$ cat src/hdl/intt_pkg.sv
// intt package
// constants, bus structs and modulo-q arithmetic for the inverse ntt core.
// the twiddle and n^-1 functions are evaluated at elaboration
package intt_pkg;

    localparam int DATA_W    = 14;
    localparam int BFLY_LAT  = 3;           // butterfly pipeline depth
    localparam int MAX_LOG_N = 10;          // largest ring supported
    localparam int ADDR_W    = MAX_LOG_N;
    localparam int CNT_W     = MAX_LOG_N + 1; // room for a count of n

    localparam logic [DATA_W-1:0] Q = DATA_W'(12289);
    localparam int unsigned GEN = 11;       // primitive root mod q

    typedef logic [DATA_W-1:0] coef_t;
    typedef logic [ADDR_W-1:0] addr_t;
    typedef logic [CNT_W-1:0]  cnt_t;

    typedef enum logic [1:0] {IDLE, LOAD, RUN, READ} phase_e;

    typedef struct packed {
        phase_e phase;
        cnt_t   cnt;        // cycles spent in LOAD or READ
        logic   run_start;  // first cycle of RUN
    } ctrl_t;

    typedef struct packed {
        coef_t a;
        coef_t b;
        coef_t w;
        addr_t addr_a;      // written back with x
        addr_t addr_b;      // written back with y
        logic  valid;
    } bfly_op_t;

    typedef struct packed {
        coef_t x;
        coef_t y;
        addr_t addr_x;
        addr_t addr_y;
        logic  valid;
    } bfly_res_t;

    typedef struct packed {
        addr_t addr;
    } mem_rd_t;

    function automatic coef_t mod_add(coef_t a, coef_t b);
        logic [DATA_W:0] s;
        s = {1'b0, a} + {1'b0, b};
        if (s >= {1'b0, Q})
            s = s - {1'b0, Q};
        return s[DATA_W-1:0];
    endfunction

    function automatic coef_t mod_sub(coef_t a, coef_t b);
        return (a >= b) ? a - b : a + (Q - b); // wrap through q
    endfunction

    function automatic coef_t mod_red(logic [2*DATA_W-1:0] p);
        return coef_t'(p % Q);
    endfunction

    function automatic coef_t mod_mul(coef_t a, coef_t b);
        logic [2*DATA_W-1:0] p;
        p = a * b;
        return mod_red(p);
    endfunction

    // square and multiply, q^2 fits in 32 bits
    function automatic int unsigned pow_mod(int unsigned base, int unsigned e);
        int unsigned r;
        int unsigned b;
        r = 1;
        b = base % Q;
        for (int i = 0; i < 32; i++) begin
            if (e[i])
                r = (r * b) % Q;
            b = (b * b) % Q;
        end
        return r;
    endfunction

    // w^-k with w = 11^((q-1)/n)
    function automatic coef_t inv_twiddle(int unsigned k, int unsigned log_n);
        int unsigned n;
        int unsigned w;
        int unsigned w_inv;
        n     = 1 << log_n;
        w     = pow_mod(GEN, (Q - 1) >> log_n);
        w_inv = pow_mod(w, n - 1);        // w^n = 1
        return coef_t'(pow_mod(w_inv, k));
    endfunction

    function automatic coef_t n_inv(int unsigned log_n);
        return coef_t'(pow_mod(1 << log_n, Q - 2)); // fermat inverse
    endfunction

endpackage

$ cat src/hdl/gs_butterfly.sv
// gentleman-sande butterfly, three pipeline stages
// x = a + b, y = (a - b) * w, all mod q; write addresses ride along
`timescale 1ns/1ps

module gs_butterfly
    import intt_pkg::*;
(
    input  logic      clk,
    input  logic      reset,
    input  bfly_op_t  op,
    output bfly_res_t res
);

    logic                s1_valid, s2_valid, s3_valid;
    coef_t               s1_x, s1_d, s1_w;
    coef_t               s2_x;
    logic [2*DATA_W-1:0] s2_prod;     // raw product before reduction
    coef_t               s3_x, s3_y;
    addr_t               s1_ax, s1_ay;
    addr_t               s2_ax, s2_ay;
    addr_t               s3_ax, s3_ay;

    always_ff @(posedge clk or posedge reset) begin
        if (reset) begin
            s1_valid <= 1'b0;
            s2_valid <= 1'b0;
            s3_valid <= 1'b0;
        end else begin
            s1_valid <= op.valid;
            s2_valid <= s1_valid;
            s3_valid <= s2_valid;
        end
    end

    always_ff @(posedge clk) begin
        // add and subtract
        s1_x  <= mod_add(op.a, op.b);
        s1_d  <= mod_sub(op.a, op.b);
        s1_w  <= op.w;
        s1_ax <= op.addr_a;
        s1_ay <= op.addr_b;
        // integer multiply
        s2_x    <= s1_x;
        s2_prod <= s1_d * s1_w;
        s2_ax   <= s1_ax;
        s2_ay   <= s1_ay;
        // reduce mod q
        s3_x  <= s2_x;
        s3_y  <= mod_red(s2_prod);
        s3_ax <= s2_ax;
        s3_ay <= s2_ay;
    end

    always_comb begin
        res.x      = s3_x;
        res.y      = s3_y;
        res.addr_x = s3_ax;
        res.addr_y = s3_ay;
        res.valid  = s3_valid;
    end

endmodule

$ cat src/hdl/intt_decode.sv
// intt command decoder
// phase fsm with a cycle counter, started by single-cycle command pulses.
// LOAD and READ end at fixed counts, RUN ends on the execute unit's finish
`timescale 1ns/1ps

module intt_decode
    import intt_pkg::*;
#(
    parameter int LOG_N = 4
) (
    input  logic  clk,
    input  logic  reset,
    input  logic  load_data,
    input  logic  start_intt,
    input  logic  output_data_single,
    input  logic  run_finished,
    output ctrl_t ctrl,
    output logic  busy,
    output logic  done
);

    localparam int N = 1 << LOG_N;

    phase_e phase;
    cnt_t   cnt;
    logic   run_start;

    always_ff @(posedge clk or posedge reset) begin
        if (reset) begin
            phase     <= IDLE;
            cnt       <= '0;
            run_start <= 1'b0;
            done      <= 1'b0;
        end else begin
            run_start <= 1'b0;   // both are single-cycle pulses
            done      <= 1'b0;
            case (phase)
                IDLE: begin
                    cnt <= '0;
                    // commands only seen here, read beats load beats start
                    if (output_data_single) begin
                        phase <= READ;
                    end else if (load_data) begin
                        phase <= LOAD;
                    end else if (start_intt) begin
                        phase     <= RUN;
                        run_start <= 1'b1;
                    end
                end
                LOAD: begin
                    if (cnt == CNT_W'(N - 1)) begin // last din word
                        phase <= IDLE;
                        cnt   <= '0;
                    end else begin
                        cnt <= cnt + 1'b1;
                    end
                end
                RUN: begin
                    if (done)
                        phase <= IDLE;      // busy drops right after done
                    else if (run_finished)
                        done <= 1'b1;
                end
                READ: begin
                    // one extra count so the last dout word stays inside READ
                    if (cnt == CNT_W'(N)) begin
                        phase <= IDLE;
                        cnt   <= '0;
                    end else begin
                        cnt <= cnt + 1'b1;
                    end
                end
                default: phase <= IDLE;
            endcase
        end
    end

    always_comb begin
        ctrl.phase     = phase;
        ctrl.cnt       = cnt;
        ctrl.run_start = run_start;
    end

    assign busy = (phase != IDLE);

endmodule

$ cat src/hdl/intt_execute.sv
// intt execute unit
// coefficient register file with two read and two write ports, plus the
// gentleman-sande schedule: one butterfly per cycle, in place, stage by stage,
// with a pipeline drain between stages
`timescale 1ns/1ps

module intt_execute
    import intt_pkg::*;
#(
    parameter int LOG_N = 4
) (
    input  logic    clk,
    input  logic    reset,
    input  ctrl_t   ctrl,
    input  coef_t   din,
    input  mem_rd_t rd,
    output coef_t   rd_data,
    output logic    run_finished
);

    localparam int N     = 1 << LOG_N;
    localparam int STG_W = $clog2(LOG_N);
    localparam int WT_W  = $clog2(BFLY_LAT);

    coef_t mem [N];
    coef_t tw_rom [N/2];            // inverse twiddles, built at elaboration

    logic               issuing;    // butterflies going out this cycle
    logic               draining;   // waiting on the last writebacks
    logic [STG_W-1:0]   stage;
    logic [LOG_N-2:0]   bf_idx;     // butterfly within the stage
    logic [WT_W-1:0]    wait_cnt;

    logic [LOG_N-1:0]   span;
    logic [LOG_N-1:0]   pos;
    logic [LOG_N-1:0]   addr_a;
    logic [LOG_N-1:0]   addr_b;
    logic [LOG_N-1:0]   tw_idx;
    logic [LOG_N-1:0]   rd_addr0;
    coef_t              port0;

    bfly_op_t  op;
    bfly_res_t res;

    for (genvar i = 0; i < N/2; i++) begin : g_tw
        assign tw_rom[i] = inv_twiddle(i, LOG_N);
    end

    // pair addresses, a zero bit inserted at the span position
    always_comb begin
        span     = LOG_N'(N/2) >> stage;                 // n >> (s+1)
        pos      = LOG_N'(bf_idx) & (span - 1'b1);
        addr_a   = ((LOG_N'(bf_idx) & ~(span - 1'b1)) << 1) | pos;
        addr_b   = addr_a | span;
        tw_idx   = pos << stage;                         // w^-(pos * 2^s)
        rd_addr0 = issuing ? addr_a : rd.addr[LOG_N-1:0];
        port0    = mem[rd_addr0];
    end

    always_comb begin
        op.a      = port0;
        op.b      = mem[addr_b];
        op.w      = tw_rom[tw_idx[LOG_N-2:0]];
        op.addr_a = ADDR_W'(addr_a);
        op.addr_b = ADDR_W'(addr_b);
        op.valid  = issuing;
    end

    gs_butterfly u_bfly (
        .clk   (clk),
        .reset (reset),
        .op    (op),
        .res   (res)
    );

    // write port 0 shared by din in LOAD and x in RUN
    always_ff @(posedge clk) begin
        if (ctrl.phase == LOAD)
            mem[ctrl.cnt[LOG_N-1:0]] <= din;
        else if (res.valid)
            mem[res.addr_x[LOG_N-1:0]] <= res.x;
        if (res.valid)
            mem[res.addr_y[LOG_N-1:0]] <= res.y;
        rd_data <= port0;                                // readout port
    end

    always_ff @(posedge clk or posedge reset) begin
        if (reset) begin
            issuing      <= 1'b0;
            draining     <= 1'b0;
            stage        <= '0;
            bf_idx       <= '0;
            wait_cnt     <= '0;
            run_finished <= 1'b0;
        end else begin
            run_finished <= 1'b0;
            if (ctrl.run_start) begin
                issuing <= 1'b1;
                stage   <= '0;
                bf_idx  <= '0;
            end else if (issuing) begin
                if (bf_idx == (LOG_N-1)'(N/2 - 1)) begin  // last pair of the stage
                    issuing  <= 1'b0;
                    draining <= 1'b1;
                    bf_idx   <= '0;
                    wait_cnt <= '0;
                end else begin
                    bf_idx <= bf_idx + 1'b1;
                end
            end else if (draining) begin
                if (wait_cnt == WT_W'(BFLY_LAT - 1)) begin // last writeback now
                    draining <= 1'b0;
                    if (stage == STG_W'(LOG_N - 1)) begin
                        run_finished <= 1'b1;
                    end else begin
                        stage   <= stage + 1'b1;
                        issuing <= 1'b1;
                    end
                end else begin
                    wait_cnt <= wait_cnt + 1'b1;
                end
            end
        end
    end

endmodule

$ cat src/hdl/intt_result.sv
// intt result path
// reads the memory in bit-reversed order and scales by n^-1, so dout
// streams the transform in natural order, one word per cycle
`timescale 1ns/1ps

module intt_result
    import intt_pkg::*;
#(
    parameter int LOG_N = 4
) (
    input  logic    clk,
    input  logic    reset,
    input  ctrl_t   ctrl,
    output mem_rd_t rd,
    input  coef_t   rd_data,
    output coef_t   dout
);

    localparam int    N     = 1 << LOG_N;
    localparam coef_t N_INV = n_inv(LOG_N);

    logic [LOG_N-1:0] seq;     // natural index being fetched
    logic [LOG_N-1:0] rev;

    // address runs one word ahead of the count, word 0 already sits
    // at the port in IDLE so the first value lands two cycles after the pulse
    always_comb begin
        seq = (ctrl.phase == READ) ? LOG_N'(ctrl.cnt + 1'b1) : '0;
        for (int i = 0; i < LOG_N; i++)
            rev[i] = seq[LOG_N-1-i];
        rd.addr = ADDR_W'(rev);
    end

    always_ff @(posedge clk or posedge reset) begin
        if (reset)
            dout <= '0;
        else if (ctrl.phase == READ && ctrl.cnt < CNT_W'(N))
            dout <= mod_mul(rd_data, N_INV);
        else
            dout <= '0;        // quiet outside readout
    end

endmodule

$ cat src/hdl/intt_top.sv
// intt core top level
// 2^LOG_N point inverse ntt mod 12289: serial load, in-place transform,
// serial scaled readout
`timescale 1ns/1ps

module intt_top
    import intt_pkg::*;
#(
    parameter int LOG_N = 4
) (
    input  logic  clk,
    input  logic  reset,
    input  logic  load_data,
    input  logic  start_intt,
    input  logic  output_data_single,
    input  coef_t din,
    output logic  busy,
    output logic  done,
    output coef_t dout
);

    ctrl_t   ctrl;
    logic    run_finished;
    mem_rd_t rd;
    coef_t   rd_data;

    intt_decode #(
        .LOG_N (LOG_N)
    ) u_decode (
        .clk                (clk),
        .reset              (reset),
        .load_data          (load_data),
        .start_intt         (start_intt),
        .output_data_single (output_data_single),
        .run_finished       (run_finished),
        .ctrl               (ctrl),
        .busy               (busy),
        .done               (done)
    );

    intt_execute #(
        .LOG_N (LOG_N)
    ) u_execute (
        .clk          (clk),
        .reset        (reset),
        .ctrl         (ctrl),
        .din          (din),
        .rd           (rd),
        .rd_data      (rd_data),
        .run_finished (run_finished)
    );

    intt_result #(
        .LOG_N (LOG_N)
    ) u_result (
        .clk     (clk),
        .reset   (reset),
        .ctrl    (ctrl),
        .rd      (rd),
        .rd_data (rd_data),
        .dout    (dout)
    );

endmodule

$ cat config.mk
export PLATFORM = sky130hd
export DESIGN_NAME = intt_top
export DESIGN_NICKNAME = d
export VERILOG_FILES = /design/src/hdl/intt_pkg.sv /design/src/hdl/gs_butterfly.sv /design/src/hdl/intt_decode.sv /design/src/hdl/intt_execute.sv /design/src/hdl/intt_result.sv /design/src/hdl/intt_top.sv
export SDC_FILE = /design/constraint.sdc
export NUM_CORES = 2
export LEC_CHECK = 0
export BUFFER_PORTS_ARGS = -buffer_cell sky130_fd_sc_hd__buf_2
export CORE_MARGIN = 3
export CORE_UTILIZATION = 30
export DETAILED_ROUTE_END_ITERATION = 7
export PLACE_DENSITY = 0.54
export SETUP_SLACK_MARGIN = 0.15
export SLEW_MARGIN = 10
export SYNTH_ARGS = -nofsm -noshare
export SYNTH_HDL_FRONTEND = slang
export SYNTH_HIERARCHICAL = 1
export SYNTH_SLANG_ARGS = --single-unit
$ cat constraint.sdc
create_clock -name clk -period 58.2 [get_ports clk]
set_input_delay 11.64 -clock clk [delete_from_list [all_inputs] [get_ports clk]]
set_output_delay 11.64 -clock clk [all_outputs]
set_load 0.02 [all_outputs]
### Word-level counts from Yosys, hierarchy flattened

Memory sizes are Yosys's and may differ from the RTL's. A register that Yosys moved wholly into a read port is not among the register bits.
Index checks and enable logic that the tools add are counted.
Widths: inputs -> output; s select.

| word-level totals | value |
|---|---|
| flip-flop bits (word level) | 178 |
| bits in latches | 0 |
| bits in writable memories | 224 |
| bits in read-only memories | 112 |
| input port bits | 19 |
| output and inout bits | 16 |
| memories kept | 2 |

| cells by class | value |
|---|---|
| $add $sub $neg | 10 |
| $mul | 2 |
| divide/modulo/power cells | 2 |
| magnitude comparators | 3 |
| equal/unequal tests | 16 |
| shift operators | 2 |
| mux-type cells | 58 |
| bitwise gates (word level) | 7 |
| reductions and logical operators | 13 |

Memories:

| memory | words | width | read ports | clocked after memory_dff | write ports | line | RTL |
|---|---|---|---|---|---|---|---|
| u_execute.mem | 16 | 14 | 2 | 0 | 2 | intt_execute.sv:25 | `coef_t mem [N];` |
| (no name shown) | 8 | 14 | 1 | 1 | 0 | intt_execute.sv:63 | `op.w = tw_rom[tw_idx[LOG_N-2:0]];` |

Operator list:

| operator | number |
|---|---|
| $mod 28x14->28 const B | 2 |
| $mux 14 | 4 |
| $pmux 11 s3 | 1 |
| $mux 2 | 15 |
| $mux 1 | 29 |
| $mul 14x14->28 | 1 |
| $mul 14x14->28 const B | 1 |
| $mux 11 | 2 |
| $add 14x14->15 | 1 |
| $ge 15x14->1 const B | 1 |
| $add 14x14->14 | 1 |
| $ge 14x14->1 | 1 |
| $reduce_or 14->1 | 1 |
| $sub 14x14->14 | 1 |
| $sub 14x14->14 const A | 1 |
| $sub 14x14->14 const B | 1 |
| $mux 4 | 3 |
| $reduce_and 4->1 | 3 |
| $add 11x1->11 const B | 1 |
| $eq 11x4->1 const B | 1 |
| $eq 11x5->1 const B | 1 |
| $lt 11x5->1 const B | 1 |
| $reduce_bool 2->1 | 5 |
| $mux 3 | 3 |
| other kinds (22) | 32 |

### Depth between registers and ports, before layout

An unclocked memory read counts as a cell.

| logic depth | value |
|---|---|
| depth in word-level cells | 10 |
| gate-level depth with buffers | 80 |

### By module

The synthesis kept the hierarchy.

Modules (own cells, without submodules):

| module | times used | cells an instance | area each (um^2) | sequential area each (um^2) |
|---|---|---|---|---|
| gs_butterfly | 1 | 2301 | 19351.1 | 3518.4 |
| intt_execute | 1 | 1332 | 14307.5 | 7257.0 |
| intt_result | 1 | 1583 | 11549.8 | 350.3 |
| intt_decode | 1 | 91 | 888.4 | 375.4 |

### Worst setup path after synthesis

Ideal clock, no wire load.

| path | value |
|---|---|
| path type | flip-flop to flip-flop |
| from | reg u_execute.rd_data[7] |
| to | reg u_result.dout[10] |
| arrival time | 18.374 ns |
| data required time | 58.068 ns |
| path slack | 39.694 ns |
| cell stages (with the launch flop) | 65 |
| path through | dfxtp_1 ha_1 fa_1 inv_1 fa_1 inv_1 ha_1 ha_1 ha_1 ha_1 and4_4 and4_1 a31oi_1 a21o_1 or3_1 buf_2 and2_4 buf_6 [... 29 more ...] or4_1 o21ai_1 mux2i_1 clkbuf_1 o21ai_0 a311oi_2 nand4_1 or4_4 and3_4 buf_6 xnor2_1 ha_1 nand2_1 mux2_4 or4_4 a2111oi_2 xnor2_1 nor2_1 |

| between the ends | value |
|---|---|
| longest elaborated chain between the ends | 3 |

RTL lines:

| element | line | RTL |
|---|---|---|
| from (decl) | intt_execute.sv:17 | `output coef_t rd_data,` |
| from (signal assigned) | intt_execute.sv:84 | `rd_data <= port0;` |
| $mul 14x14->28 | intt_pkg.sv:66 | `p = a * b;` |
| $mod 28x14->28 | intt_pkg.sv:61 | `return coef_t'(p % Q);` |
| $mux 14 | intt_result.sv:37 | `else if (ctrl.phase == READ && ctrl.cnt < CNT_W'(N))` |
| to (signal assigned) | intt_result.sv:38 | `dout <= mod_mul(rd_data, N_INV);` |
| to (decl) | intt_result.sv:16 | `output coef_t dout` |

Every way passes these cells.
A chain may end at the register's enable or synchronous reset.

### Final worst setup path

| path | value |
|---|---|
| from | reg u_execute.rd_data[5] |
| to | reg u_result.dout[1] |

The elaborated chain is that of the path after synthesis.

==> reports/metrics.cfg <==
[clock_tree]
clk_pin_slew_ps = 70
cts_sinks = 416
clk_path_buf_depth = 3
cts_root_buffer = clkbuf_16
cts_buffers = 50
clock_latency_ps = 670
postCtsResizedCells = 0
cts_tree = built
htreeDepth = 2
post_cts_buffers = 0
hold_buffers = 0

[worst_hold_path]
holdCritStartpoint = u_execute/u_bfly/s2_ay[3]
holdPathEnd = u_execute/u_bfly/s3_ay[3]
hold_depth = 0
min_path_type = flop to flop

[placement]
port_buffers = 34
dpl.hpwl_um = 105000
gp_congestion = 0.879

[final_layout]
area_delta_synth_final_pct = 8.05
fillers = 15782
layout_common_cells = nor2_1 (579), nand2_1 (437), a21oi_1 (426), inv_1 (324), ha_1 (254)
n_antenna_cell = 0
nNetsFinal = 5578
drive_gt1_frac = 0.0920
ff_latch_area_um2 = 10800
multiInputGateArea_um2 = 32100
layout_commonest_cell = nor2_1

[critical_path]
critPathMaxFanout = 20
max_stage_delay_ps = 950
crit_arrival_ps = 23750
slowest_stage = mux2i_1
critPathLaunchType = flop
crit_type = flop to flop
reg2reg_to = u_result/dout[1]
required_ps = 58710
reg2reg_depth = 60
rr_startpoint = u_execute/rd_data[5]
ff2ff_setup_slack_ps = 34960
end_kind = flop
worst_path_most_repeated_cell = ha_1

[floorplan]
die_h_um = 395
num_rows = 142
io_pins = 35
die_w_um = 395
dieArea_um2 = 156000
start_util = 0.302
fp.coreArea_um2 = 150000

[timing]
tightestPinTransition_ps = 1230
finalClockSkew_ps = 93.1
whs_ps = 301
slew_headroom = 0.179
max_freq_mhz = 43.0
rsz0062_at_grt = false
fin_crit_sh = 0.399
final-setup-viol-count = 0
finalSetupTns_ps = 0
period_needed_ps = 23240
hold_viol = 0
slew_violations = 0

[drt]
wire_per_inst_um = 19.1
drc = 0
num_vias = 39971
detail-route-antenna-nets = 0
firstDrtPassIters = 6
finalWirelength_um = 138000
drt_iter0_drc = 3754
via_per_inst = 5.56

[synthesis]
synth_cells = 5263
syn_area_um2 = 45300
avgSynthCellArea_um2 = 8.61
syn_nets = 5707
ys.warnings.count = 6

[global_route]
grt_pass1_vias = 38492
grt-ovfl-total = 0
antenna_found_initial = 0
grt_max_degree = 53
grt_pass1_wl_um = 220000
grtUsageTotal = 0.171

[status]
outcome = complete, no violations

[job]
maxCapViolCount = 0

area by class of cell:
| class | count | share of cell area |
|---|---|---|
| Clock inverter | 29 | 0.00621 |
| Tap cell | 2016 | 0.0515 |
| Inverter | 325 | 0.0249 |
| Multi-Input combinational cell | 4252 | 0.656 |
| Timing Repair Buffer | 89 | 0.0119 |
| Sequential cell | 416 | 0.220 |
| Clock buffer | 65 | 0.0290 |
sequential cells by signal, indices dropped and copies added (netlist names), 11 cells and up:
name,flops
u_execute/u_bfly/s2_prod,28
u_decode/cnt,11
u_execute/u_bfly/s1_w,14
u_execute/u_bfly/s3_y,14
u_execute/rd_data,14
u_execute/u_bfly/s3_x,14
u_result/dout,14
u_execute/u_bfly/s1_x,14
u_execute/u_bfly/s2_x,14
u_execute/mem,224
u_execute/u_bfly/s1_d,14
critical path, delay by kind of cell, from the launching register on:
kind,cells,cell delay [ps]
XOR/XNOR,2,620
adder cells (fa/ha/maj),8,2750
buffers and inverters,2,90
AND/OR/NAND/NOR,18,6560
multiplexers,3,1590
AO/OA/AOI/OAI,27,10580
flip-flops,1,870
per-stage QoR:
stage               setup WS (ps)  area (um^2)  cells  utilization
floorplan                   39690        45300   5263            -
global placement            35750        47200   7098        0.315
detailed placement          35450        47200   7098        0.315
CTS                         35370        49000   7192        0.327
global route                33310        49000   7192        0.327
finish                      34960        49000   7192        0.327
worst max path at each step:
stage / from / end / slack (ps) / depth (start not counted)
after floorplan: u_execute/rd_data[7] / u_result/dout[10] / 39690 / 64
after global placement: u_execute/rd_data[5] / u_result/dout[10] / 35750 / 60
after detailed placement: u_execute/rd_data[5] / u_result/dout[1] / 35450 / 60
after CTS: u_execute/rd_data[5] / u_result/dout[10] / 35370 / 60
after global routing: u_execute/rd_data[5] / u_result/dout[9] / 33310 / 61
final: u_execute/rd_data[5] / u_result/dout[1] / 34960 / 60
routing by layer:
layer / GRT usage / vias to the layer above / part of all wire
li1: - / 19146 / -
met1: 0.241 / 19498 / 0.47
met2: 0.280 / 1151 / 0.46
met3: 0.0175 / 176 / 0.052
met4: 0.0430 / 0 / 0.023
met5: 0 / - / 0
Power is not shown: default switching activity piles up to over one toggle a cycle in this logic, so the estimate is an artifact.
